--- config.mk ---
export PLATFORM = sky130hd
export DESIGN_NAME = accDisplay
export DESIGN_NICKNAME = d
export VERILOG_FILES = /design/src/lvdcPkg.sv /design/src/accDisplay.sv
export SDC_FILE = /design/constraint.sdc
export NUM_CORES = 1
export LEC_CHECK = 0
export BUFFER_PORTS_ARGS = -buffer_cell sky130_fd_sc_hd__buf_2
export CAP_MARGIN = 20
export CORE_UTILIZATION = 45
export CTS_CLUSTER_SIZE = 10
export DETAILED_ROUTE_END_ITERATION = 12
export MAX_ROUTING_LAYER = met4
export PLACE_DENSITY_LB_ADDON = 0.05
export SLEW_MARGIN = 30
export SYNTH_ARGS = -nofsm -noshare
export SYNTH_HDL_FRONTEND = slang
export SYNTH_SLANG_ARGS = --single-unit
export TNS_END_PERCENT = 5
--- constraint.sdc ---
create_clock -name clk -period 0.8 [get_ports clk]
set_clock_uncertainty 0.05 [all_clocks]
set_input_delay 0 -clock clk [delete_from_list [all_inputs] [get_ports clk]]
set_output_delay 0 -clock clk [all_outputs]
set_load 0.02 [all_outputs]
--- src/lvdcPkg.sv ---
package lvdcPkg;

    // ************************************************************
    // Word and memory sizes
    // ************************************************************
    localparam int wordBits     = 13;
    localparam int opBits       = 4;
    localparam int addrBits     = 9;
    localparam int memWords     = 512;
    localparam int bitCountBits = 4;

    // ************************************************************
    // Opcodes
    // ************************************************************
    localparam logic [opBits-1:0] opHalt          = 4'd0;
    localparam logic [opBits-1:0] opClearAdd      = 4'd1;
    localparam logic [opBits-1:0] opAdd           = 4'd2;
    localparam logic [opBits-1:0] opSub           = 4'd3;
    localparam logic [opBits-1:0] opAnd           = 4'd4;
    localparam logic [opBits-1:0] opStore         = 4'd5;
    localparam logic [opBits-1:0] opTransfer      = 4'd6;
    localparam logic [opBits-1:0] opTransferMinus = 4'd7;

    typedef logic [wordBits-1:0] word_t;
    typedef logic [addrBits-1:0] addr_t;
    typedef logic [opBits-1:0]   opcode_t;

    // Opcode sits in the top bits of the word.
    typedef struct packed {
        opcode_t opcode;
        addr_t   address;
    } instr_t;

    typedef struct packed {
        logic  enable;
        addr_t address;
        word_t data;
    } memWrite_t;

    typedef struct packed {
        logic                    running;
        logic                    execPhase;  // 0 is fetch, 1 is execute.
        logic                    wordStart;
        logic                    wordEnd;
        logic [bitCountBits-1:0] bitTime;
    } timing_t;

endpackage
--- src/accDisplay.sv ---
module accDisplay (
    input  logic             clk,
    input  logic             reset,
    input  lvdcPkg::timing_t timing,
    input  logic             accBit,
    output lvdcPkg::word_t   accValue,
    output logic             accStrobe
);
    import lvdcPkg::*;

    word_t capture;
    logic  execEnd;

    assign execEnd = timing.execPhase && timing.wordEnd;

    always_ff @(posedge clk) begin
        if (timing.execPhase) begin
            capture <= {accBit, capture[wordBits-1:1]};
        end
    end

    always_ff @(posedge clk) begin
        if (reset) begin
            accValue  <= '0;
            accStrobe <= 1'b0;
        end else begin
            accStrobe <= execEnd;
            if (execEnd) begin
                accValue <= {accBit, capture[wordBits-1:1]};  // Include final bit.
            end
        end
    end

endmodule

; ---- After elaboration in Yosys (flattened, before gate mapping)
; Cells that the tools add are included.
[op_classes]
n_reduce_logical = 1
[ops]
columns = op, count
row1 = 1-bit logical AND, 1
[word_totals]
ff_bits = 27
input_bits = 11
output_inout_bits = 14
wordCells = 4

; ---- Depth between registers and ports, before layout
[logic_depth]
depth_word = 1
ltp_mapped = 4
ltp_nobuf = 2

; ---- Worst setup path before layout
; No wires, ideal clock.
[synth_path]
kind = register to register
start = register accValue[3] (netlist name)
end = register accValue[3]
setup_time_ns = 0.070
arrival_time_ns = 0.761
required_time_ns = 0.680
setup_slack_ns = -0.081
path_stages_with_launch = 3
period_less_slack_ns = 0.881
cell_sequence = dfxtp_1 a21bo_2 a21oi_1
[synth_lines]
columns = element, line_no
row1 = "end signal, assigned", accDisplay.sv:29  ; accValue <= {accBit, capture[wordBits-1:1]};
row2 = "end, declared", accDisplay.sv:6  ; output lvdcPkg::word_t accValue,

; ---- Worst setup path after layout
[layout_path]
start = register accValue[3]
end = output accValue[3]
; No word-level cell between the ends.

==> metrics <==
path type of the worst min-delay path=input port to flop; power density over cell area=2010 nW/um2; Arr. time, crit path=0.81 ns; fraction of layout instances using a drive strength above 1=61.1%; number of distinct library cell variants in the gate-level netlist after synthesis=12; largest net degree at the start of global routing=35; number of antenna violations at the first check in global routing=0; via/cell ratio=4.99; count of inserted antenna diode cells=0; Area growth, synth to finish=35.2%; Worst slew margin=83.0%; number of stages on the worst setup path=1; outcome=finished with violations; post-layout instance area=1340 um2; final count of negative-setup-slack endpoints=15; largest incremental delay on the critical path=0.37 ns; reg2reg end=accValue[0]$_SDFFE_PP0P_; CTS H-tree depth=1; timing startpoint of the critical path=accValue[3]$_SDFFE_PP0P_; initial DRC count=4; number of remaining DRC errors=0; kind of launch point of the worst setup path=flop; synthesized net count=85; sequential-to-total area share from yosys stat=64.6%; CTS buffer count=3; clock latency reported for the late side of the worst-skew pair=0.32 ns; Post-Route Hold Slack=0.00959 ns; worst path bufs/invs=1; FP Rows=16; input/output buffers=18; area of the mapped netlist=992 um2; syn_area_per_cell=13.4 um2; sum of overflow across all layers after global routing=0; setup tns final=-0.757 ns; gp weighted congestion=0.658; Hold Fails Final Rpt=0; total routed wirelength=1690 um; Worst setup EP type=output pin; CTS tree=built; NumNets Final=107; die boundary width=49.0 um; fmax=1160 MHz; Worst IR Drop VDD=1.25 mV; max-cap check violation count=0; starting utilization of the core area=49.1%; CP endpoint=accValue[3]; count of boundary I/O pins=25; number of fill cells in the layout=158; post-layout total power=2.70 mW; CP max stage cell=sky130_fd_sc_hd__dfxtp_4; average wire per cell in the routed design=13.9 um; final worst path period share=108%; kind of cell adding the most delay to the critical path=flip-flops; count of synthesis-stage warnings from yosys=0; largest fanout on the critical path=2; setup slack after layout=-0.0607 ns; fin. max-slew vios=0; Post-CTS Setup Repair Bufs=0; total routing resource utilization after global routing=16.1%; chip height=49.0 um; static power due to leakage=0.494 nW; failing checks=negative setup slack; placed wire-length estimate after detailed placement=918 um; 1st-pass router iterations=4; Least-Margin Pin Slew=0.255 ns; floorplan die area=2400 um2; type of the worst setup path=flop to output pin; cells along the critical path=buf_6; number of instances in the synthesized netlist=74; area of the core region=2020 um2; register bit total from synthesis=26; most used cells in the layout excluding fill and tap cells=sky130_fd_sc_hd__buf_6 (14), sky130_fd_sc_hd__nand3_1 (13), sky130_fd_sc_hd__a21oi_2 (12), sky130_fd_sc_hd__edfxtp_1 (12), sky130_fd_sc_hd__dfxtp_4 (8); min cycle time layout=0.861 ns; total number of clock tree sinks=26; setup slack, reg-to-reg=-0.04 ns; most common cell after layout, fill and taps aside=sky130_fd_sc_hd__buf_6; CTS root buffer=sky130_fd_sc_hd__clkbuf_4; clock-pin transition on the worst setup and hold timing paths=0.15 ns; critical register-to-register path startpoint=accValue[0]$_SDFFE_PP0P_; DR vias=609; unrepaired setup endpoints after global routing=yes; Data required, critical path=0.75 ns; setup slack after placement=-0.00142 ns; wire length of the first global-routing pass=2820 um; worst r2r path cells=2; area after detailed placement=1140 um2; number of global-route vias before repair=586; count of nets left with antenna violations after detail routing=0; deepest clock path buffer count=2
power by group:
part / switching (mW) / total [mW] / internal (mW)
Combinational: 0.156 / 0.308 / 0.152
Clock: 0.399 / 0.905 / 0.506
Sequential: 0.0368 / 1.49 / 1.45
Total: 0.592 / 2.70 / 2.11
stage by stage:
step,instances,util [%]
6_report,122,66.3
5_1_grt,122,66.3
4_1_cts,122,65.3
3_5_place_dp,115,56.3
3_3_place_gp,115,56.3
2_1_floorplan,74,-
area by class of cell:
| cell class | instances | area [um2] | share of cell area (%) |
|---|---|---|---|
| flip-flops and latches | 26 | 678 | 50.6 |
| multi-input cells | 41 | 319 | 23.8 |
| repair buffers | 24 | 258 | 19.2 |
| well taps | 27 | 33.8 | 2.52 |
| clock inverters | 1 | 30.0 | 2.24 |
| clock buffers | 3 | 22.5 | 1.68 |
worst min-delay path by stage:
stage / start / end / cells after the start
6_report: timing[4] / accStrobe$_SDFF_PP0_ / 4
5_1_grt: timing[4] / accStrobe$_SDFF_PP0_ / 4
4_1_cts: timing[4] / accStrobe$_SDFF_PP0_ / 4
3_5_place_dp: accBit / capture[12]$_DFFE_PP_ / 1
3_3_place_gp: accBit / capture[12]$_DFFE_PP_ / 1
2_1_floorplan: reset / accValue[0]$_SDFFE_PP0P_ / 1
cells by family (layout without fill, tap and decap cells):
family	after synthesis	in the layout	synth area share, %
compound gates	26	26	21.9
flops	26	26	64.6
simple gates	15	15	7.31
buf+inv	7	28	6.18
state kept, by name, summed over array words and instances, names as in the netlist:
register / cells
accStrobe: 1
accValue: 13
capture: 12
cells in the mapped netlist:
master                      n  area, um2
sky130_fd_sc_hd__dfxtp_1   14        280
sky130_fd_sc_hd__nand3_1   13       65.1
sky130_fd_sc_hd__edfxtp_1  12        360
sky130_fd_sc_hd__a21bo_2    7       70.1
sky130_fd_sc_hd__a21oi_1    7       35.0
sky130_fd_sc_hd__a21bo_1    6       60.1
sky130_fd_sc_hd__a21oi_2    6       52.6
sky130_fd_sc_hd__buf_4      3       22.5
sky130_fd_sc_hd__buf_6      3       33.8
sky130_fd_sc_hd__buf_2      1       5.00
sky130_fd_sc_hd__nand2_1    1       3.75
sky130_fd_sc_hd__nor2_1     1       3.75
per-layer routing:
metal	routed length [um]	global-route usage (%)	up-vias
li1	-	-	309
met1	843	20.7	285
met2	792	25.7	13
met3	48	2.80	2
met4	9	5.88	0
met5	0	-	-
timing repair:
action                                 CTS  global route
pin swaps                                8             5
gates cloned                             0             0
resized for setup                       31             6
endpoints found under the hold margin    4             0
setup endpoints to repair               19            28
hold buffers                             3             0
(Power assumes the default switching activity.)
