$ cat config.mk
export PLATFORM = sky130hd
export DESIGN_NAME = timingGen
export DESIGN_NICKNAME = d
export VERILOG_FILES = /design/src/lvdcPkg.sv /design/src/timingGen.sv
export SDC_FILE = /design/constraint.sdc
export NUM_CORES = 1
export LEC_CHECK = 0
export BUFFER_PORTS_ARGS = -buffer_cell sky130_fd_sc_hd__buf_2
export CORE_AREA = 4 4 41 43
export CTS_CLUSTER_SIZE = 30
export DETAILED_ROUTE_END_ITERATION = 7
export DIE_AREA = 0 0 45 47
export GPL_TIMING_DRIVEN = 0
export PLACE_DENSITY = 0.54
export SLEW_MARGIN = 20
export SYNTH_ARGS = -nofsm -noshare
export SYNTH_HDL_FRONTEND = slang
export SYNTH_SLANG_ARGS = --single-unit
$ cat constraint.sdc
create_clock -name clk -period 2.3 [get_ports clk]
set_input_delay 0.115 -clock clk [delete_from_list [all_inputs] [get_ports clk]]
set_output_delay 0.115 -clock clk [all_outputs]
set_load 0.02 [all_outputs]
$ cat src/lvdcPkg.sv
package lvdcPkg;

    // ************************************************************
    // Word and memory sizes
    // ************************************************************
    localparam int wordBits     = 13;
    localparam int opBits       = 4;
    localparam int addrBits     = 9;
    localparam int memWords     = 512;
    localparam int bitCountBits = 4;

    // ************************************************************
    // Opcodes
    // ************************************************************
    localparam logic [opBits-1:0] opHalt          = 4'd0;
    localparam logic [opBits-1:0] opClearAdd      = 4'd1;
    localparam logic [opBits-1:0] opAdd           = 4'd2;
    localparam logic [opBits-1:0] opSub           = 4'd3;
    localparam logic [opBits-1:0] opAnd           = 4'd4;
    localparam logic [opBits-1:0] opStore         = 4'd5;
    localparam logic [opBits-1:0] opTransfer      = 4'd6;
    localparam logic [opBits-1:0] opTransferMinus = 4'd7;

    typedef logic [wordBits-1:0] word_t;
    typedef logic [addrBits-1:0] addr_t;
    typedef logic [opBits-1:0]   opcode_t;

    // Opcode sits in the top bits of the word.
    typedef struct packed {
        opcode_t opcode;
        addr_t   address;
    } instr_t;

    typedef struct packed {
        logic  enable;
        addr_t address;
        word_t data;
    } memWrite_t;

    typedef struct packed {
        logic                    running;
        logic                    execPhase;  // 0 is fetch, 1 is execute.
        logic                    wordStart;
        logic                    wordEnd;
        logic [bitCountBits-1:0] bitTime;
    } timing_t;

endpackage
$ cat src/timingGen.sv
module timingGen (
    input  logic             clk,
    input  logic             reset,
    input  logic             start,
    input  logic             halt,
    input  logic             haltRequest,
    output lvdcPkg::timing_t timing,
    output logic             running
);
    import lvdcPkg::*;

    logic [bitCountBits-1:0] bitTime;
    logic                    execPhase;
    logic                    wordEnd;
    logic                    stopNow;

    assign wordEnd = running && (bitTime == bitCountBits'(wordBits - 1));
    assign stopNow = wordEnd && execPhase && (halt || haltRequest);

    // ************************************************************
    // Run flip-flop, phase and bit-time counter
    // ************************************************************
    always_ff @(posedge clk) begin
        if (reset) begin
            running   <= 1'b0;
            execPhase <= 1'b0;
            bitTime   <= '0;
        end else if (!running) begin
            running   <= start;
            execPhase <= 1'b0;
            bitTime   <= '0;
        end else if (stopNow) begin
            running   <= 1'b0;  // Stop after the current instruction.
            execPhase <= 1'b0;
            bitTime   <= '0;
        end else if (wordEnd) begin
            execPhase <= ~execPhase;
            bitTime   <= '0;
        end else begin
            bitTime <= bitTime + 1'b1;
        end
    end

    assign timing.running   = running;
    assign timing.execPhase = execPhase;
    assign timing.wordStart = running && (bitTime == '0);
    assign timing.wordEnd   = wordEnd;
    assign timing.bitTime   = bitTime;

endmodule

==> Word level (Yosys, flattened, before mapping) <==
Cells that the tools add are included.
{ "classes": {"add_sub_neg": 1, "mul": 0, "n_div": 0, "n_lt_le_gt_ge": 0, "eq_ne": 1, "shift": 0, "muxes": 2, "bitwise": 2, "reduce_logical": 8} }
{ "op_table": {"columns": ["cell", "n"], "rows": [
  ["4-bit by 1-bit adder with 4-bit output (second input constant)", 1],
  ["4-bit equality test (second input constant)", 1],
  ["1-bit logical AND", 4],
  ["4-bit logical NOT", 1],
  ["4-bit OR reduction", 1],
  ["3-bit OR reduction", 1],
  ["1-bit 2-to-1 mux", 2],
  ["1-bit inverter", 2],
  ["1-bit logical OR", 1]
]} }
{ "word_totals": {"ff_bits": 6, "latchBits": 0, "mem_bits_rw": 0, "mem_bits_ro": 0, "inputBits": 5, "output_inout_bits": 9, "n_memories": 0} }

==> Longest topological paths before layout <==
{ "logic_depth": {"ltp_word": 6, "ltp_mapped": 5, "depth_no_buf": 5} }

==> Worst setup path before layout <==
No wires, ideal clock.
{ "synth_path": {"path_type": "reg2out", "startpoint": "register bitTime[0]", "endpoint": "output timing[5] (netlist bit)", "arrival_ps": 1180, "required_time_ps": 2185, "slack_ps": 1005, "path_stages_with_launch": 5, "cell_sequence": "dfxtp_1 inv_1 ha_1 nand2_1 nor3_1"} }
{ "synth_rtl": {"columns": ["element", "line_no", "source"], "rows": [
  ["from (decl)", "timingGen.sv:12", "logic [bitCountBits-1:0] bitTime;"],
  ["from (signal assigned)", "timingGen.sv:40", "bitTime <= bitTime + 1'b1;"],
  ["to (decl)", "timingGen.sv:7", "output lvdcPkg::timing_t timing,"]
]} }

==> Worst setup path in the final report <==
{ "layout_path": {"startpoint": "register bitTime[0]", "endpoint": "output timing[4] (netlist bit)"} }
{ "layout_between": {"elab_chain_cells": 2} }
{ "layout_lines": {"columns": ["element", "line_no", "source"], "rows": [
  ["4-bit equality test", "timingGen.sv:17", "assign wordEnd = running && (bitTime == bitCountBits'(wordBits - 1));"],
  ["1-bit logical AND", "timingGen.sv:17", null]
]} }
Every way passes these cells.

==> summary.md <==
| Metric | Value |
|---|---|
| Hold endpoint | `running$_SDFF_PP0_` |
| Arr. time, crit path | `1350 ps` |
| Clock-pin slew of the registers on the worst-case setup and hold paths | `40 ps` |
| Register area | `120 um2` |
| WS Path Type | `flop to output pin` |
| Reg2Reg Capture Point | `bitTime[2]$_SDFF_PP0_` |
| Min-Delay Startpoint | `reset` |
| WL/cell | `8.84 um` |
| Post-Synth XOR/XNOR Area | `9.17%` |
| Synth top area share | `41.9%` |
| Htree depth | `1` |
| CP endpoint kind | `output pin` |
| Simple-gate share of the synthesized area | `22.3%` |
| Crit path required time | `2180 ps` |
| Flop2flop setup slack | `1180 ps` |
| CTS Sinks | `6` |
| Clock Power Share | `40.9%` |
| Startpoint Class | `flop` |
| Sw Ratio | `23.1%` |
| Filler instances | `155` |
| Initial Utilization | `22.0%` |
| Tmin final | `1460 ps` |
| Largest net degree at the start of global routing | `7` |
| Yosys reg bits | `6` |
| Max-slew headroom | `85.2%` |
| DR vias/cell | `3.98` |
| Max Root-Sink Buffers | `2` |
| Synth area leader | `dfxtp_1` |
| Setup bufs post-CTS | `0` |
| HP Class | `input port to flop` |
| Fin crit share | `63.5%` |
| Hold Violations, Final | `0` |
| Mux cell area share after synthesis | `0%` |
| Mapped cell area | `287 um2` |
| Die height | `47 um` |
| Final net count | `58` |
| Total Wirelength | `566 um` |
| VDD IR max | `0.378 mV` |
| Synth warn | `0` |
| Skew-Pair Late Insertion Delay | `240 ps` |
| Initial DRC count | `2` |
| Ranking of synthesized cells by area | `dfxtp_1 42%, nor2_1 9.2%, ha_1 8.7%` |
| Worst Path Max Fanout | `5` |
| CTS tree | `yes` |
| IO buf count | `13` |
| Pre-antenna DRT Iters | `2` |
| Hold_buf cts | `0` |
| Netlist cell types | `14` |
| Multi-input gate area | `129 um2` |
| Global-route wire length before repair | `993 um` |
| Finished Layout Cells | `64` |
| Rows | `13` |
| Initial antenna violation count | `0` |
| Placed Cells incl. Taps | `61` |
| Syn Nets | `40` |
| Final Skew | `1.43 ps` |
| Synth Area in Adders | `8.73%` |
| Top Ports | `14` |
| Leakage | `0.203 nW` |
| Register area share after synthesis | `41.9%` |
| WHS Path Cells | `2` |
| Synth-to-Final Area Change | `37.1%` |
| GPL Wtd Cong | `0.676` |
| RSZ-0062 raised after global routing | `no` |
| Total GRT Usage | `6.97%` |
| CTS root buffer | `clkbuf_4` |
| DR vias | `255` |
| Max-cap violations | `0` |
| Most frequent cells in the layout | `13 x buf_2, 7 x nor2_1, 6 x dfxtp_1` |
| Worst r2r path cells | `4` |
| Slew @ Worst Pin | `221 ps` |
| Status | `completed` |
| Post-route DRC | `0` |
| Switching power | `0.0530 mW` |
| CTS resizes | `0` |
| Die Footprint | `2120 um2` |
| Syn avg cell area | `8.68 um2` |
| Final Setup Violations | `0` |
| Logic pwr share | `11.1%` |
| TritonCTS Buffers | `3` |
| Die extent in x | `45 um` |
| Post-Syn Instances | `33` |
| Pwr dens | `585 nW/um2` |
| Flop pwr share | `48.0%` |
| Ant diodes | `0` |
| DRT antenna net count | `0` |
| Compound-Gate Fraction of Synth Area | `4.80%` |
| Fmax | `684 MHz` |
| Largest family of logic cells by synthesized area | `simple AND/OR/NAND/NOR gates` |
| Number of global-route vias before repair | `251` |
| Most common cell after layout, fill and taps aside | `buf_2` |
| Layout cells sized above 1 | `42.9%` |
| R2R Path Start | `bitTime[0]$_SDFF_PP0_` |
| Setup_tns | `0 ps` |
| Gr ovfl total | `0` |
| P_int | `0.177 mW` |
| Core footprint | `1300 um2` |
| Slew Limit Fails | `0` |
critical path, cell delays in order (launching register included):
cell     delay [ps]
dfxtp_1         370
inv_1            60
ha_1            230
nand4_2         130
inv_1            50
buf_4           120
buf_2           150
power groups by stage:
stage               combinational (mW)  sequential [mW]  clock, mW
detailed placement              0.0260            0.112          0
finish                          0.0256            0.110     0.0940
CTS                             0.0261            0.110      0.101
global route                    0.0287            0.111      0.106
global placement                0.0258            0.112          0
floorplan                       0.0131            0.115          0
routing by layer:
| metal | GRT usage [%] | wire (um) |
|---|---|---|
| met3 | 6.51 | 85 |
| met2 | 9.60 | 196 |
| met5 | 0 | 0 |
| met1 | 7.80 | 283 |
| met4 | 1.75 | 0 |
stage by stage:
stage	area, um2	setup WS [ps]	util (%)	hold WS, ps	power, mW
after floorplan	287	1000	-	194	0.128
after global placement	370	1100	28.5	299	0.138
after detailed placement	370	1080	28.5	294	0.138
after CTS	393	819	30.2	40.9	0.237
after global routing	393	735	30.2	43.0	0.245
final	393	839	30.2	49.0	0.230
sequential cells by signal (all words and copies together) (netlist names):
signal and flops:
bitTime 4, execPhase 1, running 1
cell usage after synthesis, drive strengths merged:
library cell	n
buf	3
ha	2
xor2	2
nand2	1
nand3	1
xnor2	1
o21ai	1
nand4	1
nand2b	1
nor3	2
dfxtp	6
nor2	7
inv	4
a31o	1
layout make-up:
type	count	area share, %
buffer	3	5.73
clock buffer	3	5.73
inverter	4	3.82
multi-input combinational	20	32.8
sequential	6	30.6
tap	15	4.78
timing repair buffer	13	16.6
logic make-up (layout without fill, tap and decap cells):
kind of cell	Yosys count	in the layout
compound gates	2	2
xor+xnor	3	3
fa+ha+maj	2	2
buf+inv	7	23
flops	6	6
simple gates	13	13
worst max-delay path by stage:
stage / slack, ps / end / startpoint / depth (start not counted)
3_5_place_dp: 1080 / timing[4] / bitTime[0]$_SDFF_PP0_ / 6
5_1_grt: 730 / timing[4] / bitTime[0]$_SDFF_PP0_ / 6
3_3_place_gp: 1100 / timing[4] / bitTime[0]$_SDFF_PP0_ / 6
6_report: 840 / timing[4] / bitTime[0]$_SDFF_PP0_ / 6
4_1_cts: 820 / timing[4] / bitTime[0]$_SDFF_PP0_ / 6
2_1_floorplan: 1000 / timing[5] / bitTime[0]$_SDFF_PP0_ / 4
No activity file was read; power rests on OpenSTA's default activity.
