$ cat src/lvdcPkg.sv
package lvdcPkg;

    // ************************************************************
    // Word and memory sizes
    // ************************************************************
    localparam int wordBits     = 13;
    localparam int opBits       = 4;
    localparam int addrBits     = 9;
    localparam int memWords     = 512;
    localparam int bitCountBits = 4;

    // ************************************************************
    // Opcodes
    // ************************************************************
    localparam logic [opBits-1:0] opHalt          = 4'd0;
    localparam logic [opBits-1:0] opClearAdd      = 4'd1;
    localparam logic [opBits-1:0] opAdd           = 4'd2;
    localparam logic [opBits-1:0] opSub           = 4'd3;
    localparam logic [opBits-1:0] opAnd           = 4'd4;
    localparam logic [opBits-1:0] opStore         = 4'd5;
    localparam logic [opBits-1:0] opTransfer      = 4'd6;
    localparam logic [opBits-1:0] opTransferMinus = 4'd7;

    typedef logic [wordBits-1:0] word_t;
    typedef logic [addrBits-1:0] addr_t;
    typedef logic [opBits-1:0]   opcode_t;

    // Opcode sits in the top bits of the word.
    typedef struct packed {
        opcode_t opcode;
        addr_t   address;
    } instr_t;

    typedef struct packed {
        logic  enable;
        addr_t address;
        word_t data;
    } memWrite_t;

    typedef struct packed {
        logic                    running;
        logic                    execPhase;  // 0 is fetch, 1 is execute.
        logic                    wordStart;
        logic                    wordEnd;
        logic [bitCountBits-1:0] bitTime;
    } timing_t;

endpackage
$ cat src/opCodeReg.sv
module opCodeReg (
    input  logic             clk,
    input  logic             reset,
    input  lvdcPkg::timing_t timing,
    input  logic             start,
    input  lvdcPkg::instr_t  fetchedInstr,
    input  logic             accSign,
    output lvdcPkg::instr_t  instr,
    output lvdcPkg::addr_t   pcAddr,
    output logic             haltRequest
);
    import lvdcPkg::*;

    logic fetchEnd;
    logic execEnd;
    logic takeBranch;

    assign fetchEnd = !timing.execPhase && timing.wordEnd;
    assign execEnd  = timing.execPhase && timing.wordEnd;

    assign takeBranch = (instr.opcode == opTransfer) ||
                        ((instr.opcode == opTransferMinus) && accSign);

    assign haltRequest = execEnd && (instr.opcode == opHalt);

    always_ff @(posedge clk) begin
        if (reset) begin
            instr <= '0;
        end else if (fetchEnd) begin
            instr <= fetchedInstr;
        end
    end

    // ************************************************************
    // Instruction location counter
    // ************************************************************
    always_ff @(posedge clk) begin
        if (reset) begin
            pcAddr <= '0;
        end else if (start && !timing.running) begin
            pcAddr <= '0;
        end else if (execEnd) begin
            pcAddr <= takeBranch ? instr.address : pcAddr + 1'b1;
        end
    end

endmodule

$ cat config.mk
export PLATFORM = sky130hd
export DESIGN_NAME = opCodeReg
export DESIGN_NICKNAME = d
export VERILOG_FILES = /design/src/lvdcPkg.sv /design/src/opCodeReg.sv
export SDC_FILE = /design/constraint.sdc
export NUM_CORES = 1
export LEC_CHECK = 0
export BUFFER_PORTS_ARGS = -buffer_cell sky130_fd_sc_hd__buf_4
export CAP_MARGIN = 15
export CORE_UTILIZATION = 45
export CTS_CLUSTER_SIZE = 14
export DETAILED_ROUTE_END_ITERATION = 10
export PLACE_DENSITY = 0.75
export SLEW_MARGIN = 20
export SYNTH_ARGS = -nofsm -noshare
export SYNTH_HDL_FRONTEND = slang
export SYNTH_SLANG_ARGS = --single-unit
$ cat constraint.sdc
create_clock -name clk -period 1.6 [get_ports clk]
set_clock_uncertainty 0.1 [all_clocks]
set_input_delay 0.08 -clock clk [delete_from_list [all_inputs] [get_ports clk]]
set_output_delay 0.08 -clock clk [all_outputs]
set_load 0.01 [all_outputs]
# Yosys cells after proc, flatten, opt, wreduce, memory -nomap -nowiden
# Cells that the tools add are included.
# W data, S select, Z words.
[word_totals]
register_bits = 22
word_cells = 17
out_inout_bits = 23
in_bits = 25
[classes]
n_addsub = 1
n_mux = 1
n_eq_ne = 2
n_reduce_logical = 10
[ops]
columns = ["op", "count"]
rows = [
  ["$add A9 B1 Y9 const B", 1],
  ["$mux W9", 1],
  ["$eq A4 B3 Y1 const B", 2],
  ["$logic_and A1 B1 Y1", 5],
  ["$logic_not A4 Y1", 1],
  ["$logic_not A1 Y1", 2],
  ["$reduce_or A2 Y1", 1],
  ["$logic_or A1 B1 Y1", 1],
]

# Logic depth before layout (Yosys ltp)
[logic_depth]
depth_word = 4
mapped_depth = 5
depth_no_buf = 5

# Worst setup path before layout
# Ideal clock, no wire load.
[synth_timing]
path_type = "register to register"
start = "register instr[12] (netlist bit)"
end = "register pcAddr[7]"
path_stages_with_launch = 6
path_buffers = 1
t_arrival_ns = 1.296
setup_ns = 0.117
slack_ns = 0.087
required_time_ns = 1.383
period_less_slack_ns = 1.513
path_cell_list = "dfxtp_1 and3b_1 buf_6 nand2_4 mux2_4 a32o_1"
[synth_between]
elab_chain_len = 4
word_cells_on_any_way = 5
classes_between = "2 x eq/ne; 1 x mux; 2 x reduce/logical"
[synth_rtl]
columns = ["item", "line", "source"]
rows = [
  ["from (decl)", "opCodeReg.sv:8", "output lvdcPkg::instr_t instr,"],
  ["from (signal assigned)", "opCodeReg.sv:30", "instr <= fetchedInstr;"],
  ["$eq A4 B3 Y1", "opCodeReg.sv:22", "((instr.opcode == opTransferMinus) && accSign);"],
  ["$logic_and A1 B1 Y1", "opCodeReg.sv:22", ""],
  ["$logic_or A1 B1 Y1 (*)", "opCodeReg.sv:21", "assign takeBranch = (instr.opcode == opTransfer) ||"],
  ["$mux W9 (*)", "opCodeReg.sv:43", "pcAddr <= takeBranch ? instr.address : pcAddr + 1'b1;"],
  ["to (signal assigned)", "opCodeReg.sv:43", ""],
  ["to (decl)", "opCodeReg.sv:9", "output lvdcPkg::addr_t pcAddr,"],
]
# Every way passes the cells marked *; elsewhere a longest branch is shown, timed or not.
# A chain may end at the register's enable or synchronous reset.

# Worst setup path after layout
[layout_timing]
start = "register instr[11] (netlist bit)"
end = "output haltRequest"
[layout_between]
elab_chain_len = 2
[layout_rtl]
columns = ["item", "line", "source"]
rows = [
  ["$logic_not A4 Y1", "opCodeReg.sv:24", "assign haltRequest = execEnd && (instr.opcode == opHalt);"],
  ["$logic_and A1 B1 Y1", "opCodeReg.sv:24", ""],
  ["to (decl)", "opCodeReg.sv:10", "output logic haltRequest"],
]
# Every way passes these cells.

==> metrics.md <==
| Metric | Value |
|---|---|
| Run status | finished, violations left |
| Failing checks | setup timing |
| Cell variety after synth | 37 |
| GRT met2 Usage | 0.507 |
| WL per Instance | 15.2 um |
| Cell area after synthesis | 1070 um^2 |
| Crit-path max FO | 4 |
| Top-count cell post-synth | nand2_1 |
| Placed Cells | 199 |
| Antenna violations before repair | 0 |
| Layout net count | 229 |
| Detail Route Antenna Nets | 0 |
| DR pass1 iterations | 4 |
| Slew headroom | 0.663 |
| Antenna fix cells | 0 |
| # H-tree levels | 1 |
| Syn Nets | 157 |
| Worst hold path type | in -> reg |
| Worst Path Class, Setup | reg -> out |
| Layout area overhead | 63.3% |
| Worst path bufs/invs | 1 |
| GRT Overall Usage | 0.296 |
| Pwr Density | 642 nW/um^2 |
| Vias | 1271 |
| Longest Clk Path Bufs | 2 |
| I/O Buffers | 42 |
| Synth area leader | dfxtp_1 |
| Post-synth EDFFs | 0 |
| Top cell type's share of synthesized area | 0.413 |
| Total die area | 2570 um^2 |
| Setup slack, reg-to-reg | 0.09 ns |
| DRC | 0 |
| Gpl congestion | 0.894 |
| Worst-case reg-to-reg path depth | 5 |
| Mapped Cells | 131 |
| CTS tree | yes |
| Fin crit share | 1.02 |
| Synth warn | 0 |
| Cell Count, Final, Fillers Out | 230 |
| Remaining global-route overflow | 0 |
| M1 GR Usage | 0.359 |
| Hold depth | 3 |
| Initial DRC Count | 40 |
| Clock Pin Slew Worst Setup and Hold Paths | 0.13 ns |
| CTS root buf | clkbuf_4 |
| Final TNS setup | -0.0384 ns |
| Arrival @ worst endpoint | 1.46 ns |
| DPL Wire Length | 2.10 mm |
| Max incr delay on CP | 0.55 ns |
| Synth area leaders | dfxtp_1, nand2_1, a21oi_1, nand3_1, a32o_1 |
| Die span in x | 50.7 um |
| Routed Wire Length | 3.49 mm |
| FF+latch count, synth | 22 |
| Post-Syn Area per Cell | 8.14 um^2 |
| First-pass GRT wire length | 5.61 mm |
| Endpoint class of the critical path | output port |
| Share of post-route cells with drive strength above 1 | 0.317 |
| Most Crowded Layer GR | met2 |
| # Max-Cap Violations | 0 |
| RSZ-0062 raised after global routing | yes |
| Synth async-reset ratio | 0 |
| CTS Buf Count | 3 |
| Final setup margin | -0.0384 ns |
| Sequential element share of the synthesized area | 0.413 |
| DR vias/cell | 5.53 |
| I/O pins | 48 |
| Cell Rows | 17 |
| Core area | 2210 um^2 |
| Fin crit period | 1.64 ns |
| Data required, critical path | 1.42 ns |
| Largest net degree at the start of global routing | 16 |
| Vias in the first global route | 1193 |
| Setup violations, final | 1 |
| Fmax | 610 MHz |
| Initial core utilization | 0.482 |
| Final Slew Violations | 0 |
| Delay-heaviest family, CP | simple AND/OR/NAND/NOR gates |
| Worst slew pin tran | 0.503 ns |
| Hold Vio Cnt, Final | 0 |
| CTS Sinks | 22 |
| Ys flop type | dfxtp_1 |
| Startpoint types | register |
| Crit path max-delay cell type | or4_4 |
| Skew-Pair Late Insertion Delay | 0.31 ns |
| LEAKAGE | 0.755 nW |
| Max IR drop VDD | 0.543 mV |
| Worst path depth | 3 |
| Critical-path cell list | or4_4, nor2_4, buf_6 |
| Die height | 50.7 um |
| Met3 usage | 0.0485 |
| Commonest cells post-synth | nand2_1, dfxtp_1, a21oi_1 |
-- worst min-delay path, stage by stage --
cell      delay, ns
buf_4          0.08
a21o_1         0.17
a211oi_1       0.06
-- registers in the layout, indices dropped and copies added (netlist names) --
register,cells
instr,13
pcAddr,9
-- repair_timing --
item / 4_1_cts / 5_1_grt
hold buffers: 26 / 0
setup buffers: 0 / 1
pin swaps: 0 / 1
endpoints found under the setup margin: 1 / 19
resized for setup: 1 / 9
endpoints found under the hold margin: 13 / 0
-- cell type report --
type	count	area (um^2)
repair buffers	72	609
multi-input cells	102	608
fillers	140	472
flip-flops and latches	22	444
clock buffers	4	36.3
well taps	28	35.0
inverters	2	7.51
-- layer usage --
layer,part of all wire,vias up
li1,-,622
met1,0.42,592
met2,0.51,47
met3,0.048,10
met4,0.026,0
met5,0,-
-- power by group --
part	total [mW]	leakage, nW	internal [mW]	switching, mW
registers	0.584	0.180	0.566	0.0172
clock network	0.318	0.0210	0.139	0.179
logic	0.216	0.554	0.123	0.0933
-- cell families (layout without fill, tap and decap cells) --
logic type               Yosys count  count (layout)  synth area share
flip-flops                        22              22             0.413
AO/OA/AOI/OAI                     40              40             0.245
adder cells (fa/ha/maj)            1               1            0.0117
buffers and inverters              7              78            0.0317
multiplexers                       3               3            0.0329
AND/OR/NAND/NOR                   58              58             0.265
-- placed cells by master (no fill, tap or decap), types with 2 or more instances in the layout --
cell | synthesis | layout
nand2_1 | 31 | 31
o21ai_0 | 5 | 5
nand2b_1 | 2 | 2
clkbuf_4 | 0 | 3
dfxtp_1 | 22 | 19
buf_4 | 0 | 45
a211oi_1 | 3 | 3
dfxtp_2 | 0 | 3
nand3_1 | 8 | 8
nor2_1 | 3 | 2
dlygate4sd3_1 | 0 | 26
a21oi_1 | 18 | 18
inv_1 | 2 | 2
mux2i_1 | 2 | 2
nor3_1 | 2 | 2
a31oi_1 | 2 | 2
a32o_1 | 3 | 3
-- worst paths after layout --
path,startpoint,to
setup reg to reg,instr[11],pcAddr[7]
setup / recovery,instr[11],haltRequest
hold reg to reg,pcAddr[8],pcAddr[8]
hold / removal,start,pcAddr[6]
-- metrics by stage --
step | hold WS, ns | setup slack, ns | power (mW) | util | cell area (um^2)
2_1_floorplan | 0.0491 | 0.0865 | 0.659 | - | 1070
3_3_place_gp | 0.226 | 0.101 | 0.741 | 0.639 | 1410
3_5_place_dp | 0.240 | 0.0474 | 0.746 | 0.639 | 1410
4_1_cts | 0.0300 | -0.0397 | 1.09 | 0.773 | 1710
5_1_grt | 0.0416 | -0.0731 | 1.15 | 0.787 | 1740
6_report | 0.0185 | -0.0384 | 1.12 | 0.787 | 1740
No activity file was read; power rests on OpenSTA's default activity.
