===== config.mk =====
export PLATFORM = sky130hd
export DESIGN_NAME = serialLoader
export DESIGN_NICKNAME = d
export VERILOG_FILES = /design/src/lvdcPkg.sv /design/src/serialLoader.sv
export SDC_FILE = /design/constraint.sdc
export NUM_CORES = 1
export LEC_CHECK = 0
export BUFFER_PORTS_ARGS = -buffer_cell sky130_fd_sc_hd__clkbuf_2
export CELL_PAD_IN_SITES_DETAIL_PLACEMENT = 0
export CELL_PAD_IN_SITES_GLOBAL_PLACEMENT = 1
export CORE_UTILIZATION = 24
export DETAILED_ROUTE_END_ITERATION = 10
export PLACE_DENSITY_LB_ADDON = 0.1
export SYNTH_ARGS = -nofsm -noshare
export SYNTH_HDL_FRONTEND = slang
export SYNTH_SLANG_ARGS = --single-unit

===== constraint.sdc =====
create_clock -name clk -period 1.9 [get_ports clk]
set_clock_uncertainty 0.05 [all_clocks]
set_input_delay 0.285 -clock clk [delete_from_list [all_inputs] [get_ports clk]]
set_output_delay 0.285 -clock clk [all_outputs]
set_load 0.02 [all_outputs]

===== src/lvdcPkg.sv =====
package lvdcPkg;

    // ************************************************************
    // Word and memory sizes
    // ************************************************************
    localparam int wordBits     = 13;
    localparam int opBits       = 4;
    localparam int addrBits     = 9;
    localparam int memWords     = 512;
    localparam int bitCountBits = 4;

    // ************************************************************
    // Opcodes
    // ************************************************************
    localparam logic [opBits-1:0] opHalt          = 4'd0;
    localparam logic [opBits-1:0] opClearAdd      = 4'd1;
    localparam logic [opBits-1:0] opAdd           = 4'd2;
    localparam logic [opBits-1:0] opSub           = 4'd3;
    localparam logic [opBits-1:0] opAnd           = 4'd4;
    localparam logic [opBits-1:0] opStore         = 4'd5;
    localparam logic [opBits-1:0] opTransfer      = 4'd6;
    localparam logic [opBits-1:0] opTransferMinus = 4'd7;

    typedef logic [wordBits-1:0] word_t;
    typedef logic [addrBits-1:0] addr_t;
    typedef logic [opBits-1:0]   opcode_t;

    // Opcode sits in the top bits of the word.
    typedef struct packed {
        opcode_t opcode;
        addr_t   address;
    } instr_t;

    typedef struct packed {
        logic  enable;
        addr_t address;
        word_t data;
    } memWrite_t;

    typedef struct packed {
        logic                    running;
        logic                    execPhase;  // 0 is fetch, 1 is execute.
        logic                    wordStart;
        logic                    wordEnd;
        logic [bitCountBits-1:0] bitTime;
    } timing_t;

endpackage

===== src/serialLoader.sv =====
module serialLoader (
    input  logic               clk,
    input  logic               reset,
    input  logic               start,
    input  logic               dataIn,
    input  logic               dataValid,
    input  lvdcPkg::timing_t   timing,
    output lvdcPkg::memWrite_t loadWrite
);
    import lvdcPkg::*;

    logic [wordBits-2:0]     shiftReg;
    logic [bitCountBits-1:0] bitCount;
    addr_t                   loadAddr;
    logic                    accept;
    logic                    lastBit;

    assign accept  = dataValid && !timing.running;  // Loading only while halted.
    assign lastBit = (bitCount == bitCountBits'(wordBits - 1));

    always_ff @(posedge clk) begin
        if (accept) begin
            shiftReg <= {dataIn, shiftReg[wordBits-2:1]};  // LSB arrives first.
        end
    end

    always_ff @(posedge clk) begin
        if (reset) begin
            bitCount  <= '0;
            loadAddr  <= '0;
            loadWrite <= '0;
        end else begin
            loadWrite.enable <= accept && lastBit;
            if (accept) begin
                bitCount <= lastBit ? '0 : bitCount + 1'b1;
                if (lastBit) begin
                    loadWrite.address <= loadAddr;
                    loadWrite.data    <= {dataIn, shiftReg};
                end
            end
            if (start) begin
                loadAddr <= '0;
            end else if (accept && lastBit) begin
                loadAddr <= loadAddr + 1'b1;
            end
        end
    end

endmodule


Yosys cells after proc, flatten, opt, wreduce, memory -nomap -nowiden
Cells that the tools add are included.
{ "op_classes": {"n_addsub": 2, "eq_ne": 1, "n_mux": 1, "reduce_logical": 5} }
{ "op_table": {"columns": ["operator", "n"], "rows": [
  ["$add A9 B1 Y9 const B", 1],
  ["$add A4 B1 Y4 const B", 1],
  ["$eq A4 B4 Y1 const B", 1],
  ["$mux W4", 1],
  ["$logic_and A1 B1 Y1", 2],
  ["$reduce_and A2 Y1", 1],
  ["$reduce_or A2 Y1", 1],
  ["$logic_not A1 Y1", 1]
]} }
{ "word_totals": {"register_bits": 48, "inputBits": 13, "out_inout_bits": 23, "wordCells": 15} }

Longest topological paths before layout
{ "logic_depth": {"word_depth": 3, "ltp_mapped": 7, "mapped_depth_nobuf": 5} }

Least setup slack after synthesis
OpenSTA, ideal clock, no wires.
{ "synth_path": {"path_type": "input -> register", "from": "in timing[7] (netlist name)", "to": "reg shiftReg[0] (enable)", "setup_ps": 381, "arrival_ps": 1057, "required_ps": 1469, "setup_slack_ps": 412, "stages": 3, "n_path_buf": 1, "cell_sequence": "nand2b_1 > inv_1 > clkbuf_1"} }
{ "synth_via": {"elab_chain_cells": 2} }
{ "synth_rtl": {"columns": ["element", "line_no", "rtl"], "rows": [
  ["start, declared", "serialLoader.sv:7", "input lvdcPkg::timing_t timing,"],
  ["$logic_not A1 Y1", "serialLoader.sv:18", "assign accept = dataValid && !timing.running;"],
  ["$logic_and A1 B1 Y1", "serialLoader.sv:18", null],
  ["via accept", "serialLoader.sv:15", "logic accept;"],
  ["end signal, assigned", "serialLoader.sv:23", "shiftReg <= {dataIn, shiftReg[wordBits-2:1]};"],
  ["end, declared", "serialLoader.sv:12", "logic [wordBits-2:0] shiftReg;"]
]} }
The timed path passes the listed nets, and every way through them passes these cells.
A chain may end at the register's enable or synchronous reset.

Final worst setup path
{ "layout_path": {"from": "reg bitCount[0]", "to": "reg loadAddr[4]"} }
{ "layout_via": {"elab_chain_cells": 2} }
{ "layout_rtl": {"columns": ["element", "line_no", "rtl"], "rows": [
  ["start, declared", "serialLoader.sv:13", "logic [bitCountBits-1:0] bitCount;"],
  ["start signal, assigned", "serialLoader.sv:35", "bitCount <= lastBit ? '0 : bitCount + 1'b1;"],
  ["$eq A4 B4 Y1", "serialLoader.sv:19", "assign lastBit = (bitCount == bitCountBits'(wordBits - 1));"],
  ["$logic_and A1 B1 Y1", "serialLoader.sv:43", "end else if (accept && lastBit) begin"],
  ["end signal, assigned", "serialLoader.sv:44", "loadAddr <= loadAddr + 1'b1;"],
  ["end, declared", "serialLoader.sv:14", "addr_t loadAddr;"]
]} }
No other way between the ends.

==> flow_metrics.tcl <==
set metrics [dict create \
    post_cts_buffers 0 \
    cts-root-buf "clkbuf_8" \
    initial_core_util 0.246 \
    status "finished clean" \
    finalNetCount 234 \
    grt_pass1_vias 1435 \
    required_ps 2100 \
    dr_total_vias 1535 \
    postSynthAreaPerCell_um2 9.91 \
    via_per_inst 4.78 \
    synth_cell_types 31 \
    clkTransAtPathRegs_ps 90 \
    final_layout_size_suffix_gt1_frac 0.205 \
    netlist.area_leader.share 0.381 \
    grt_pass1_wl_um 7040 \
    ios 36 \
    cp-end-kind "flip-flop" \
    max_slew_margin 0.590 \
    final.setup.worst_slack_ps 220 \
    pre_cts_ws_ps 226 \
    seq_area_frac_synth 0.571 \
    fp-row-count 32 \
    dr.pass1.iters 4 \
    synth_simple_gate_area_frac 0.173 \
    overflow 0 \
    io_buffers 28 \
    drc_errors 0 \
    ctsHoldBuffers 0 \
    grt_antenna_before_repair 0 \
    clk_latency_ps 310 \
    period_share 0.884 \
    path_cells "inv_1 -> ha_1 -> nand3_4 -> or4_1 -> a21boi_1" \
    grt.met3_usage 0.0320 \
    fmax_mhz 595 \
    synth-compound-area-share 0.166 \
    setup_viol_count_final 0 \
    powerDensity_mw_per_mm2 832 \
    fp.dieH_um 90.8 \
    numCtsBuffers 5 \
    place.gp.congestion 0.691 \
    leakagePower_nw 0.777 \
    synth_fa_ha_area_frac 0.0198 \
    post_cts_resized 0 \
    finalHoldViolCount 0 \
    syn_area_mm2 0.00189 \
    hpwlAfterDp_um 2840 \
    slowest_stage "or4_1" \
    synth_xor_area_frac 0.00925 \
    h-tree-depth 2 \
    fill_cells 838 \
    hold_class "input port to flip-flop" \
    grtUsageMet1 0.139 \
    grt_busiest_layer "met2" \
    area_delta_synth_final_pct 20.2 \
    groute.usage.overall 0.109 \
    ir_worst_vdd_mv 0.299 \
    ctsLongestPathBuffers 2 \
    layout_min_cycle_time_ps 1680 \
    grtUsageMet2 0.171 \
    syn-instance-count 191 \
    worst_pin_slew_ps 613 \
    crit_arrival_ps 1880 \
    synthMuxAreaShare 0.0212 \
    maxCapViolCount 0 \
    fp.coreArea_mm2 0.00769 \
    die_width_um 90.8 \
    ys_warn_count 0 \
    finalMaxSlewViolations 0 \
    drt-total-wl_um 4190 \
    crit_path_max_fanout 20 \
    cp-start-kind "flip-flop" \
    rsz0062_at_grt "false" \
    cts_tree "done" \
    slowest_delay_ps 550 \
    wire_per_inst_um 13.1 \
    yosysTopAreaCell "dfxtp_1" \
    synth_nets 207 \
    die_area_mm2 0.00825 \
    path_class "flip-flop to flip-flop" \
    drt_iter0_markers 48 \
    ys_seq_elements 48 \
    grt_max_degree 36 \
    yosys-top-cells-area "dfxtp_1, edfxtp_1, nand3_1, o21ai_0, a21oi_1" \
    ant_nets 0 \
    tns_ps 0 \
    num_antenna_cells 0 \
    cts.sinks 48 \
    synth_top_family_by_area "simple AND/OR/NAND/NOR gates" \
]
-- metrics by stage --
stage | power, W | cell area, um^2 | util | std cells | hold slack (ps)
after detailed placement | 0.00116 | 2160 | 0.281 | 313 | 386
after global placement | 0.00116 | 2160 | 0.281 | 313 | 379
after global routing | 0.00197 | 2280 | 0.296 | 321 | 107
after floorplan | 0.00113 | 1890 | - | 191 | 334
after CTS | 0.00193 | 2280 | 0.296 | 321 | 109
final | 0.00189 | 2280 | 0.296 | 321 | 123
-- cell type report --
type,count,area (um^2),share of cell area
Tap cell,102,128,0.0561
Multi-Input combinational cell,125,736,0.323
Inverter,3,11.3,0.00495
Timing Repair Buffer,35,205,0.0902
Sequential cell,48,1080,0.475
Clock inverter,3,46.3,0.0203
Clock buffer,5,68.8,0.0302
-- state kept, by name, summed over array words and instances (netlist names) --
name	count
shiftReg	12
loadAddr	9
bitCount	4
loadWrite	23
-- critical path, delay by kind of cell (launching register included) --
kind / cells / cell delay, ps
simple gates: 2 / 760
flops: 1 / 370
fa+ha+maj: 1 / 220
compound gates: 1 / 140
buf+inv: 1 / 70
-- logic make-up after synthesis --
| group | after synthesis |
|---|---|
| xor gates and xnor gates | 2 |
| and+or+nand+nor | 59 |
| DFF | 48 |
| AOI/OAI and AO/OA | 57 |
| buffers and inverters | 18 |
| adders and majority gates | 3 |
| muxes | 4 |
-- power breakdown --
part	internal [W]	switching (W)
clock network	0.000397	0.000359
registers	0.00106	0.00000837
logic	0.0000227	0.0000484
-- path summary, 6_finish.rpt --
| check | from | to | slack (ps) | depth (start not counted) |
|---|---|---|---|---|
| worst max-delay path | bitCount[0] | loadAddr[4] | 220 | 5 |
| worst min-delay path | dataIn | shiftReg[11] | 120 | 1 |
| worst max register to register | bitCount[0] | loadAddr[4] | 220 | 5 |
| worst min register to register | shiftReg[11] | shiftReg[10] | 410 | 0 |
-- layer usage --
layer  share of wire  vias to the layer above
met5               0                        -
met4           0.012                        0
met3           0.050                        5
met2            0.46                       43
met1            0.48                      732
li1                -                      755
-- cells in the final DEF (no fill, tap or decap), types with 2 or more instances in the layout --
cell type  Yosys  layout
inv_1          3       3
a21boi_1       2       2
nor3_1         3       3
edfxtp_1      12      12
or3_1          5       5
o21ai_0       24      24
nand4_1        2       2
or4_1          2       2
clkbuf_2       0      28
nand3_1       27      27
ha_1           3       3
a21oi_1       23      23
buf_4          0       6
mux2i_1        4       4
dfxtp_1       36      36
o31ai_1        2       2
nor2_1         2       2
clkbuf_8       0       5
nor4_1         3       3
nand3b_1       2       2
a21boi_0       2       2
nand2_1        9       9
-- Yosys cell counts (all sizes together) --
cell and instances:
nand3b 2, nor2 2, nor3 3, o21a 1, nand3 28, xor2 1
o21ai 24, buf 7, dfxtp 36, clkbuf 8, nor4 4, a311oi 1
or3 5, mux2i 4, ha 3, xnor2 1, o31a 1, and3 1
a41oi 1, a21oi 23, edfxtp 12, inv 3, nand4 2, o31ai 2
or4 2, nand2 9, a21boi 4, nand2b 1
No activity file was read; power rests on OpenSTA's default activity.
