===== src/lvdcPkg.sv =====
package lvdcPkg;

    // ************************************************************
    // Word and memory sizes
    // ************************************************************
    localparam int wordBits     = 13;
    localparam int opBits       = 4;
    localparam int addrBits     = 9;
    localparam int memWords     = 512;
    localparam int bitCountBits = 4;

    // ************************************************************
    // Opcodes
    // ************************************************************
    localparam logic [opBits-1:0] opHalt          = 4'd0;
    localparam logic [opBits-1:0] opClearAdd      = 4'd1;
    localparam logic [opBits-1:0] opAdd           = 4'd2;
    localparam logic [opBits-1:0] opSub           = 4'd3;
    localparam logic [opBits-1:0] opAnd           = 4'd4;
    localparam logic [opBits-1:0] opStore         = 4'd5;
    localparam logic [opBits-1:0] opTransfer      = 4'd6;
    localparam logic [opBits-1:0] opTransferMinus = 4'd7;

    typedef logic [wordBits-1:0] word_t;
    typedef logic [addrBits-1:0] addr_t;
    typedef logic [opBits-1:0]   opcode_t;

    // Opcode sits in the top bits of the word.
    typedef struct packed {
        opcode_t opcode;
        addr_t   address;
    } instr_t;

    typedef struct packed {
        logic  enable;
        addr_t address;
        word_t data;
    } memWrite_t;

    typedef struct packed {
        logic                    running;
        logic                    execPhase;  // 0 is fetch, 1 is execute.
        logic                    wordStart;
        logic                    wordEnd;
        logic [bitCountBits-1:0] bitTime;
    } timing_t;

endpackage

===== src/transferRegister.sv =====
module transferRegister (
    input  logic               clk,
    input  logic               reset,
    input  lvdcPkg::timing_t   timing,
    input  lvdcPkg::instr_t    instr,
    input  lvdcPkg::addr_t     pcAddr,
    input  logic               accBit,
    input  lvdcPkg::word_t     readData,
    output lvdcPkg::addr_t     readAddr,
    output lvdcPkg::instr_t    fetchedInstr,
    output logic               operandBit,
    output lvdcPkg::memWrite_t storeWrite
);
    import lvdcPkg::*;

    word_t shiftReg;
    word_t srcWord;
    logic  isStore;
    logic  inBit;

    assign readAddr = timing.execPhase ? instr.address : pcAddr;

    // At word start the memory word is used directly.
    assign srcWord    = timing.wordStart ? readData : shiftReg;
    assign operandBit = srcWord[0];
    assign isStore    = (instr.opcode == opStore);
    assign inBit      = isStore ? accBit : srcWord[0];

    always_ff @(posedge clk) begin
        if (reset) begin
            shiftReg <= '0;
        end else if (timing.execPhase) begin
            shiftReg <= {inBit, srcWord[wordBits-1:1]};  // One bit per cycle.
        end else if (timing.wordStart) begin
            shiftReg <= readData;  // Instruction word.
        end
    end

    assign fetchedInstr = instr_t'(shiftReg);

    // ************************************************************
    // Store write-back at the end of the execute word
    // ************************************************************
    assign storeWrite.enable  = timing.execPhase && timing.wordEnd && isStore;
    assign storeWrite.address = instr.address;
    assign storeWrite.data    = {accBit, shiftReg[wordBits-1:1]};

endmodule


===== config.mk =====
export PLATFORM = sky130hd
export DESIGN_NAME = transferRegister
export DESIGN_NICKNAME = d
export VERILOG_FILES = /design/src/lvdcPkg.sv /design/src/transferRegister.sv
export SDC_FILE = /design/constraint.sdc
export NUM_CORES = 1
export LEC_CHECK = 0
export BUFFER_PORTS_ARGS = -buffer_cell sky130_fd_sc_hd__buf_2
export CORE_ASPECT_RATIO = 1.75
export CORE_MARGIN = 4
export CORE_UTILIZATION = 39
export DETAILED_ROUTE_END_ITERATION = 8
export PLACE_DENSITY = 0.84
export SYNTH_ARGS = -nofsm -noshare
export SYNTH_HDL_FRONTEND = slang
export SYNTH_SLANG_ARGS = --single-unit

===== constraint.sdc =====
create_clock -name clk -period 2.4 [get_ports clk]
set_input_delay 0.12 -clock clk [delete_from_list [all_inputs] [get_ports clk]]
set_output_delay 0.12 -clock clk [all_outputs]
set_load 0.02 [all_outputs]

# --- Word level (Yosys, flattened, before mapping) ---
# Index checks and enable logic that the tools add are counted.
# W data, S select, Z words.
classes:
  muxes: 4
  n_reduce_logical: 2
  eq_ne: 1
ops:
  columns: ["op", "n"]
  rows:
  - ["$mux W13", 2]
  - ["$mux W9", 1]
  - ["$eq A4 B3 Y1 const B", 1]
  - ["$logic_and A1 B1 Y1", 2]
  - ["$mux W1", 1]
word_totals:
  inputBits: 46
  regBits: 13
  out_inout_bits: 46
  wordCells: 8

# --- Logic depth before layout (Yosys ltp) ---
# Gate-level depths: netlist of run 1.
depth:
  ltp_word: 3
  mapped_depth: 5
  ltp_nobuf: 3

# --- Least setup slack after synthesis of run 1 ---
# No wires, ideal clock.
synth_path:
  path_type: "input -> register"
  startpoint: "input port timing[5] (netlist name)"
  endpoint: "register shiftReg[12] (netlist: fetchedInstr[12])"
  path_buffers: 2
  setup_time_ns: 0.141
  t_required_ns: 2.259
  path_slack_ns: 1.258
  stages: 5
  arrival_time_ns: 1.000
  path_cell_list: "buf_6 > buf_6 > mux2_2 > nand4b_1 > o311ai_0"
synth_between:
  elab_chain_cells: 3
synth_lines:
  columns: ["item", "line", "text"]
  rows:
  - ["start: declaration", "transferRegister.sv:4", "input lvdcPkg::timing_t timing,"]
  - ["$mux W13", null, null]
  - ["named net operandBit", "transferRegister.sv:11", "output logic operandBit,"]
  - ["$mux W1", "transferRegister.sv:27", "assign inBit = isStore ? accBit : srcWord[0];"]
  - ["$mux W13", "transferRegister.sv:32", "end else if (timing.execPhase) begin"]
  - ["end signal: assignment", "transferRegister.sv:33", "shiftReg <= {inBit, srcWord[wordBits-1:1]};"]
  - ["end signal: assignment", "transferRegister.sv:35", "shiftReg <= readData;"]
  - ["end: declaration", "transferRegister.sv:16", "word_t shiftReg;"]
# The timed path passes the listed nets, and every way through them passes these cells.
# A chain may end at the register's enable or synchronous reset.

# --- Worst setup path after layout of run 1 ---
layout_path:
  startpoint: "input port timing[6] (netlist name)"
  endpoint: "output port readAddr[6]"
layout_between:
  elab_chain_cells: 1
layout_lines:
  columns: ["item", "line", "text"]
  rows:
  - ["$mux W9", "transferRegister.sv:21", "assign readAddr = timing.execPhase ? instr.address : pcAddr;"]
  - ["end: declaration", "transferRegister.sv:9", "output lvdcPkg::addr_t readAddr,"]
# No other way between the ends.

==> summary.md, run 1 <==
| Metric | Value |
|---|---|
| Status | `finished, final reports clean` |
| Crit-path cells | `buf_2 -> mux2_2 -> buf_2` |
| Pwr/cell area | `531 mW/mm^2` |
| Lkg Pwr | `roughly 0.66 nW` |
| TritonCTS clock tree | `yes` |
| Crit share post-route | `50.9%` |
| CP peak stage delay | `0.43 ns` |
| Final Skew | `0.000943 ns` |
| Vias/cell | `4.90` |
| Resize count post-CTS | `0` |
| Worst-path fanout max | `27` |
| Final hold viol count | `0` |
| Critical path arrival | `1.10 ns` |
| Netlist cell types | `16` |
| Via count | `842` |
| Wirelength, routed | `2.42 mm` |
| Comb power frac | `35.4%` |
| Post-route ant nets | `0` |
| Final Max Slew Viols | `0` |
| Crit-path slowest cell | `buf_2` |
| Initial DRC count | `8` |
| Critical path type | `in -> out` |
| Number of diodes | `0` |
| Routed WL per cell | `~14 um` |
| Clock Root Buffer | `clkbuf_8` |
| Crit path required time | `2.28 ns` |
| Syn_nets | `131` |
| Number of synthesized register bits | `13` |
| # H-tree levels | `1` |
| HPWL after DPL | `2.02 mm` |
| Max FFs per register | `13` |
| Vias in the first global route | `roughly 900` |
| Internal Pwr Total | `0.000460 W` |
| Tot GR Track Use | `14.7%` |
| Postcts setup bufs | `0` |
| Worst-margin pin slew | `about 0.52 ns` |
| P&R area growth vs syn | `31.1%` |
| Width of the die | `45.6 um` |
| NetSw | `0.000212 W` |
| Syn Inst Count | `85` |
| Nets | `194` |
| Clock Path Buffers | `2` |
| Hold-fix buffers, CTS | `0` |
| Sw Ratio | `31.6%` |
| RSZ-0062 raised after global routing | `no` |
| Die area | `0.00337 mm^2` |
| Initial antenna violation count | `0` |
| Drc violations | `0` |
| FF-to-FF Start | `fetchedInstr[9]` |
| Syn_area_per_cell | `around 11 um^2` |
| Peak supply drop | `0.362 mV` |
| Most used cell along the critical path | `buf_2` |
| Die height | `approximately 74 um` |
| Max frequency | `0.818 GHz` |
| Largest net degree at the start of global routing | `28` |
| Fin Setup TNS | `0 ns` |
| Clk slew on worst S/H paths | `0.05 ns` |
| Commonest non-fill, non-tap cell in the layout | `buf_2` |
| Max cap viols | `0` |
| Clock sink total | `13` |
| GRT overflow | `0` |
| Most frequent cells in the layout | `buf_2 (86), dfxtp_1 (13), nor2b_1 (11), mux2_2 (10), mux4_2 (10)` |
| Final setup vio count | `0` |
| Worst-Skew Late Latency | `between 0.2 and 0.25 ns` |
| Clock Power Share | `28.0%` |
| Slew headroom | `around two thirds` |
| Fraction of layout instances using a drive strength above 1 | `74.1%` |
| Core area | `0.00233 mm^2` |
| Core Rows | `23` |
| CTS Buf Count | `3` |
| Tightest Hold Check Type | `in -> reg` |
| Post-layout min period | `1.22 ns` |
| First-pass GRT wire length | `3.71 mm` |
| Hold path startpoint | `reset` |
| WHS | `0.218 ns` |
| Syn. warnings | `0` |
| Mapped Area | `slightly below 0.001 mm^2` |
| Sequential share of power | `36.6%` |
| Pre-Repair DR Iteration Count | `4` |
| Crit path launch type | `input port` |
| GP Congestion | `0.705` |
| Seq/Total Area, Yosys | `26.9%` |
| Starting density of the core | `41.4%` |
| I/O Buffers | `86` |
| Worst Setup End Kind | `primary output` |
| Io pins | `just over 90` |
| Worst Setup SP | `timing[6]` |
[critical path: cells and delay by family]
family / cells / cell delay, ns
buf+inv: 2 / 0.59
mux: 1 / 0.39
[cell type report]
cell class                 count  area [um^2]
fill                         213         1060
timing repair buffer          86          430
sequential                    13          260
clock buffer                   4         45.0
multi-input combinational     44          499
tap                           25         31.3
[synth_stat cells]
| master | instances | area, um^2 |
|---|---|---|
| buf_6 | 2 | 22.5 |
| nand4bb_1 | 1 | 11.3 |
| mux2_2 | 10 | 113 |
| nand4b_1 | 1 | 8.76 |
| buf_4 | 22 | 165 |
| a211oi_1 | 3 | 22.5 |
| or3_1 | 1 | 6.26 |
| o311ai_0 | 1 | 8.76 |
| nor2_1 | 2 | 7.51 |
| dfxtp_1 | 13 | 260 |
| mux4_2 | 10 | 225 |
| mux2i_1 | 2 | 20.0 |
| buf_2 | 3 | 15.0 |
| nor2b_1 | 11 | 68.8 |
| nand2_1 | 2 | 7.51 |
| clkbuf_1 | 1 | 3.75 |
[through the flow]
stage | instances | util [%] | total power [W] | setup WS, ns | cell area, um^2
3_3_place_gp | 168 | 52.4 | 0.000485 | 1.09 | 1220
6_report | 172 | 54.3 | 0.000672 | 1.18 | 1270
4_1_cts | 172 | 54.3 | 0.000683 | 1.17 | 1270
3_5_place_dp | 168 | 52.4 | 0.000490 | 1.08 | 1220
2_1_floorplan | 85 | - | 0.000433 | 1.26 | 966
5_1_grt | 172 | 54.3 | 0.000709 | 1.12 | 1270
[metal layers]
metal / track usage [%] / up-vias / wire length [um]
met5: 0 / - / 0
met4: 6.19 / 0 / 17
li1: - / 407 / -
met2: 26.7 / 42 / 1340
met1: 15.2 / 391 / 844
met3: 3.19 / 2 / 220
[logic make-up after synthesis]
kind of cell	count (synthesis)	synth area share [%]
AO/OA/AOI/OAI	4	3.24
buffers and inverters	28	21.4
flip-flops	13	26.9
multiplexers	22	37.0
AND/OR/NAND/NOR	18	11.4
[power groups by stage]
stage | clock [W] | sequential, W | combinational (W)
4_1_cts | 0.000196 | 0.000246 | 0.000241
3_3_place_gp | 0 | 0.000249 | 0.000236
5_1_grt | 0.000205 | 0.000248 | 0.000256
3_5_place_dp | 0 | 0.000250 | 0.000240
6_report | 0.000188 | 0.000246 | 0.000238
2_1_floorplan | 0 | 0.000269 | 0.000164
[final timing paths]
path,endpoint,slack (ns),depth (start not counted)
worst max-delay path,readAddr[6],1.18,3
worst min-delay path,fetchedInstr[10],0.22,2
worst max register to register,fetchedInstr[8],1.36,2
worst min register to register,fetchedInstr[0],0.59,2
(Power assumes the default switching activity.)
==> inputs of run 2 (changes only) <==
CORE_UTILIZATION = 36   (was 39)
PLACE_DENSITY = 0.78   (was 0.84)
clock period = 1.2 ns   (was 2.4 ns; I/O delays follow)
==> run 2 against run 1 <==
Clock power is 100% higher. Non-clock buffer count is 3 higher. Critical path type is now reg -> reg. Count of clock-buffer cells in the layout stayed put. Largest power group is now combinational logic.
==> summary.md, run 2 (synthesized netlist as in run 1, its figures left out) <==
| Metric | Value |
|---|---|
| Status | `finished, final reports clean` |
| Clock Power Share | `27.8%` |
| Die height | `76.5 um` |
| Tot GR Track Use | `between 10% and 20%` |
| Max FFs per register | `13` |
| NetSw | `around 0.00044 W` |
| Worst-margin pin slew | `0.254 ns` |
| Met2 Use GR | `30.9%` |
| Postcts setup bufs | `0` |
| Core Rows | `24` |
| Tightest Hold Check Type | `in -> reg` |
| Final Max Slew Viols | `0` |
| Dpl ws | `0.109 ns` |
| Fillcell total | `between 200 and 300` |
| First-pass GRT wire length | `4.12 mm` |
| Die area | `0.00361 mm^2` |
| # H-tree levels | `1` |
| Vias in the first global route | `around 940` |
| Clock Path Buffers | `2` |
| Final WS setup | `0.149 ns` |
| Worst-path fanout max | `4` |
| Initial antenna violation count | `0` |
| Reg2Reg Depth | `2` |
| Lkg Pwr | `around 0.68 nW` |
| Fraction of layout instances using a drive strength above 1 | `74.7%` |
| Crit path required time | `1.32 ns` |
| Hold Path Stages | `2` |
| GRT overflow | `0` |
| WHS | `0.172 ns` |
| Via count | `871` |
| Resize count post-CTS | `0` |
| HPWL after DPL | `~2.2 mm` |
| Width of the die | `47.2 um` |
| Worst-Skew Late Latency | `0.23 ns` |
| Io pins | `92` |
| Most used routing layer in global routing | `met2` |
| Clock Root Buffer | `clkbuf_8` |
| I/O Buffers | `86` |
| Drc violations | `0` |
| Routed WL per cell | `14.9 um` |
| Nets | `197` |
| Commonest non-fill, non-tap cell in the layout | `buf_2` |
| RSZ-0062 raised after global routing | `no` |
| Comb power frac | `about 36%` |
| Sequential share of power | `35.8%` |
| Met1 Usage GRT | `13.4%` |
| Vias/cell | `between 4 and 5` |
| Pwr/cell area | `1040 mW/mm^2` |
| Largest net degree at the start of global routing | `28` |
| Post-layout min period | `1.05 ns` |
| Grt met3 use | `2.13%` |
| Pre-Repair DR Iteration Count | `4` |
| TritonCTS clock tree | `yes` |
| Fin area | `0.00132 mm^2` |
| Crit path launch type | `register` |
| Slew headroom | `82.6%` |
| Fin Setup TNS | `0 ns` |
| Core area | `about 0.0025 mm^2` |
| Post-route ant nets | `0` |
| Clk slew on worst S/H paths | `0.06 ns` |
| Critical path type | `reg -> reg` |
| Starting density of the core | `38.3%` |
| Most frequent cells in the layout | `buf_2 (86), dfxtp_1 (13), nor2b_1 (11), mux2_2 (10), mux4_2 (10)` |
| Number of diodes | `0` |
| Crit share post-route | `87.5%` |
| Final hold viol count | `0` |
| Wirelength, routed | `2.62 mm` |
| Final Skew | `0.000494 ns` |
| Sw Ratio | `31.8%` |
| Worst Setup End Kind | `register` |
| Clock sink total | `13` |
| GP Congestion | `between 0.6 and 0.7` |
| Max cap viols | `0` |
| P&R area growth vs syn | `36.1%` |
| Hold-fix buffers, CTS | `0` |
| CTS Buf Count | `3` |
| Critical path arrival | `around 1.2 ns` |
| Placed Instance Area | `0.00127 mm^2` |
| Peak supply drop | `0.555 mV` |
| Internal Pwr Total | `between 0.0009 and 0.001 W` |
| Final setup vio count | `0` |
| Initial DRC count | `8` |
| Max frequency | `0.952 GHz` |
[run 2: changes by cell type in the layout (fill, tap and decap cells not counted), sizes merged]
cell | before | now
buf | 86 | 89
[run 2: final cells by class]
| cell class | count | area (um^2) | share of cell area [%] |
|---|---|---|---|
| Timing Repair Buffer | 89 | 478 | 36.3 |
| Tap cell | 26 | 32.5 | 2.47 |
| Sequential cell | 13 | 260 | 19.8 |
| Multi-Input combinational cell | 44 | 499 | 38.0 |
| Clock buffer | 4 | 45.0 | 3.43 |
[run 2: path summary, 6_finish.rpt]
path / slack [ns] / end / start
max reg2reg: 0.15 / fetchedInstr[2] / fetchedInstr[3]
max: 0.15 / fetchedInstr[2] / fetchedInstr[3]
min: 0.17 / fetchedInstr[3] / reset
min reg2reg: 0.58 / fetchedInstr[0] / fetchedInstr[1]
[run 2: routing by layer]
metal / wire length, um / share of wire, % / vias up
li1: - / - / 416
met1: 805 / 31 / 423
met2: 1630 / 62 / 28
met3: 155 / 5.9 / 4
met4: 36 / 1.4 / 0
met5: 0 / 0 / -
[run 2: through the flow]
step / power [W] / utilization, % / instances
finish: 0.00137 / 52.1 / 176
CTS: 0.00140 / 52.1 / 176
floorplan: 0.000865 / - / 85
global placement: 0.000989 / 50.3 / 172
global route: 0.00146 / 52.1 / 176
detailed placement: 0.00100 / 50.3 / 172
[run 2: power groups by stage]
stage	clock (W)	sequential (W)	combinational (W)
3_3_place_gp	0	0.000497	0.000493
5_1_grt	0.000424	0.000497	0.000535
4_1_cts	0.000399	0.000491	0.000507
6_report	0.000381	0.000491	0.000499
2_1_floorplan	0	0.000537	0.000328
3_5_place_dp	0	0.000500	0.000505
[run 2: worst max-delay path: stages (launching register included)]
cell and delay (ns):
dfxtp_1 0.33, mux4_2 0.46, nor2b_1 0.14
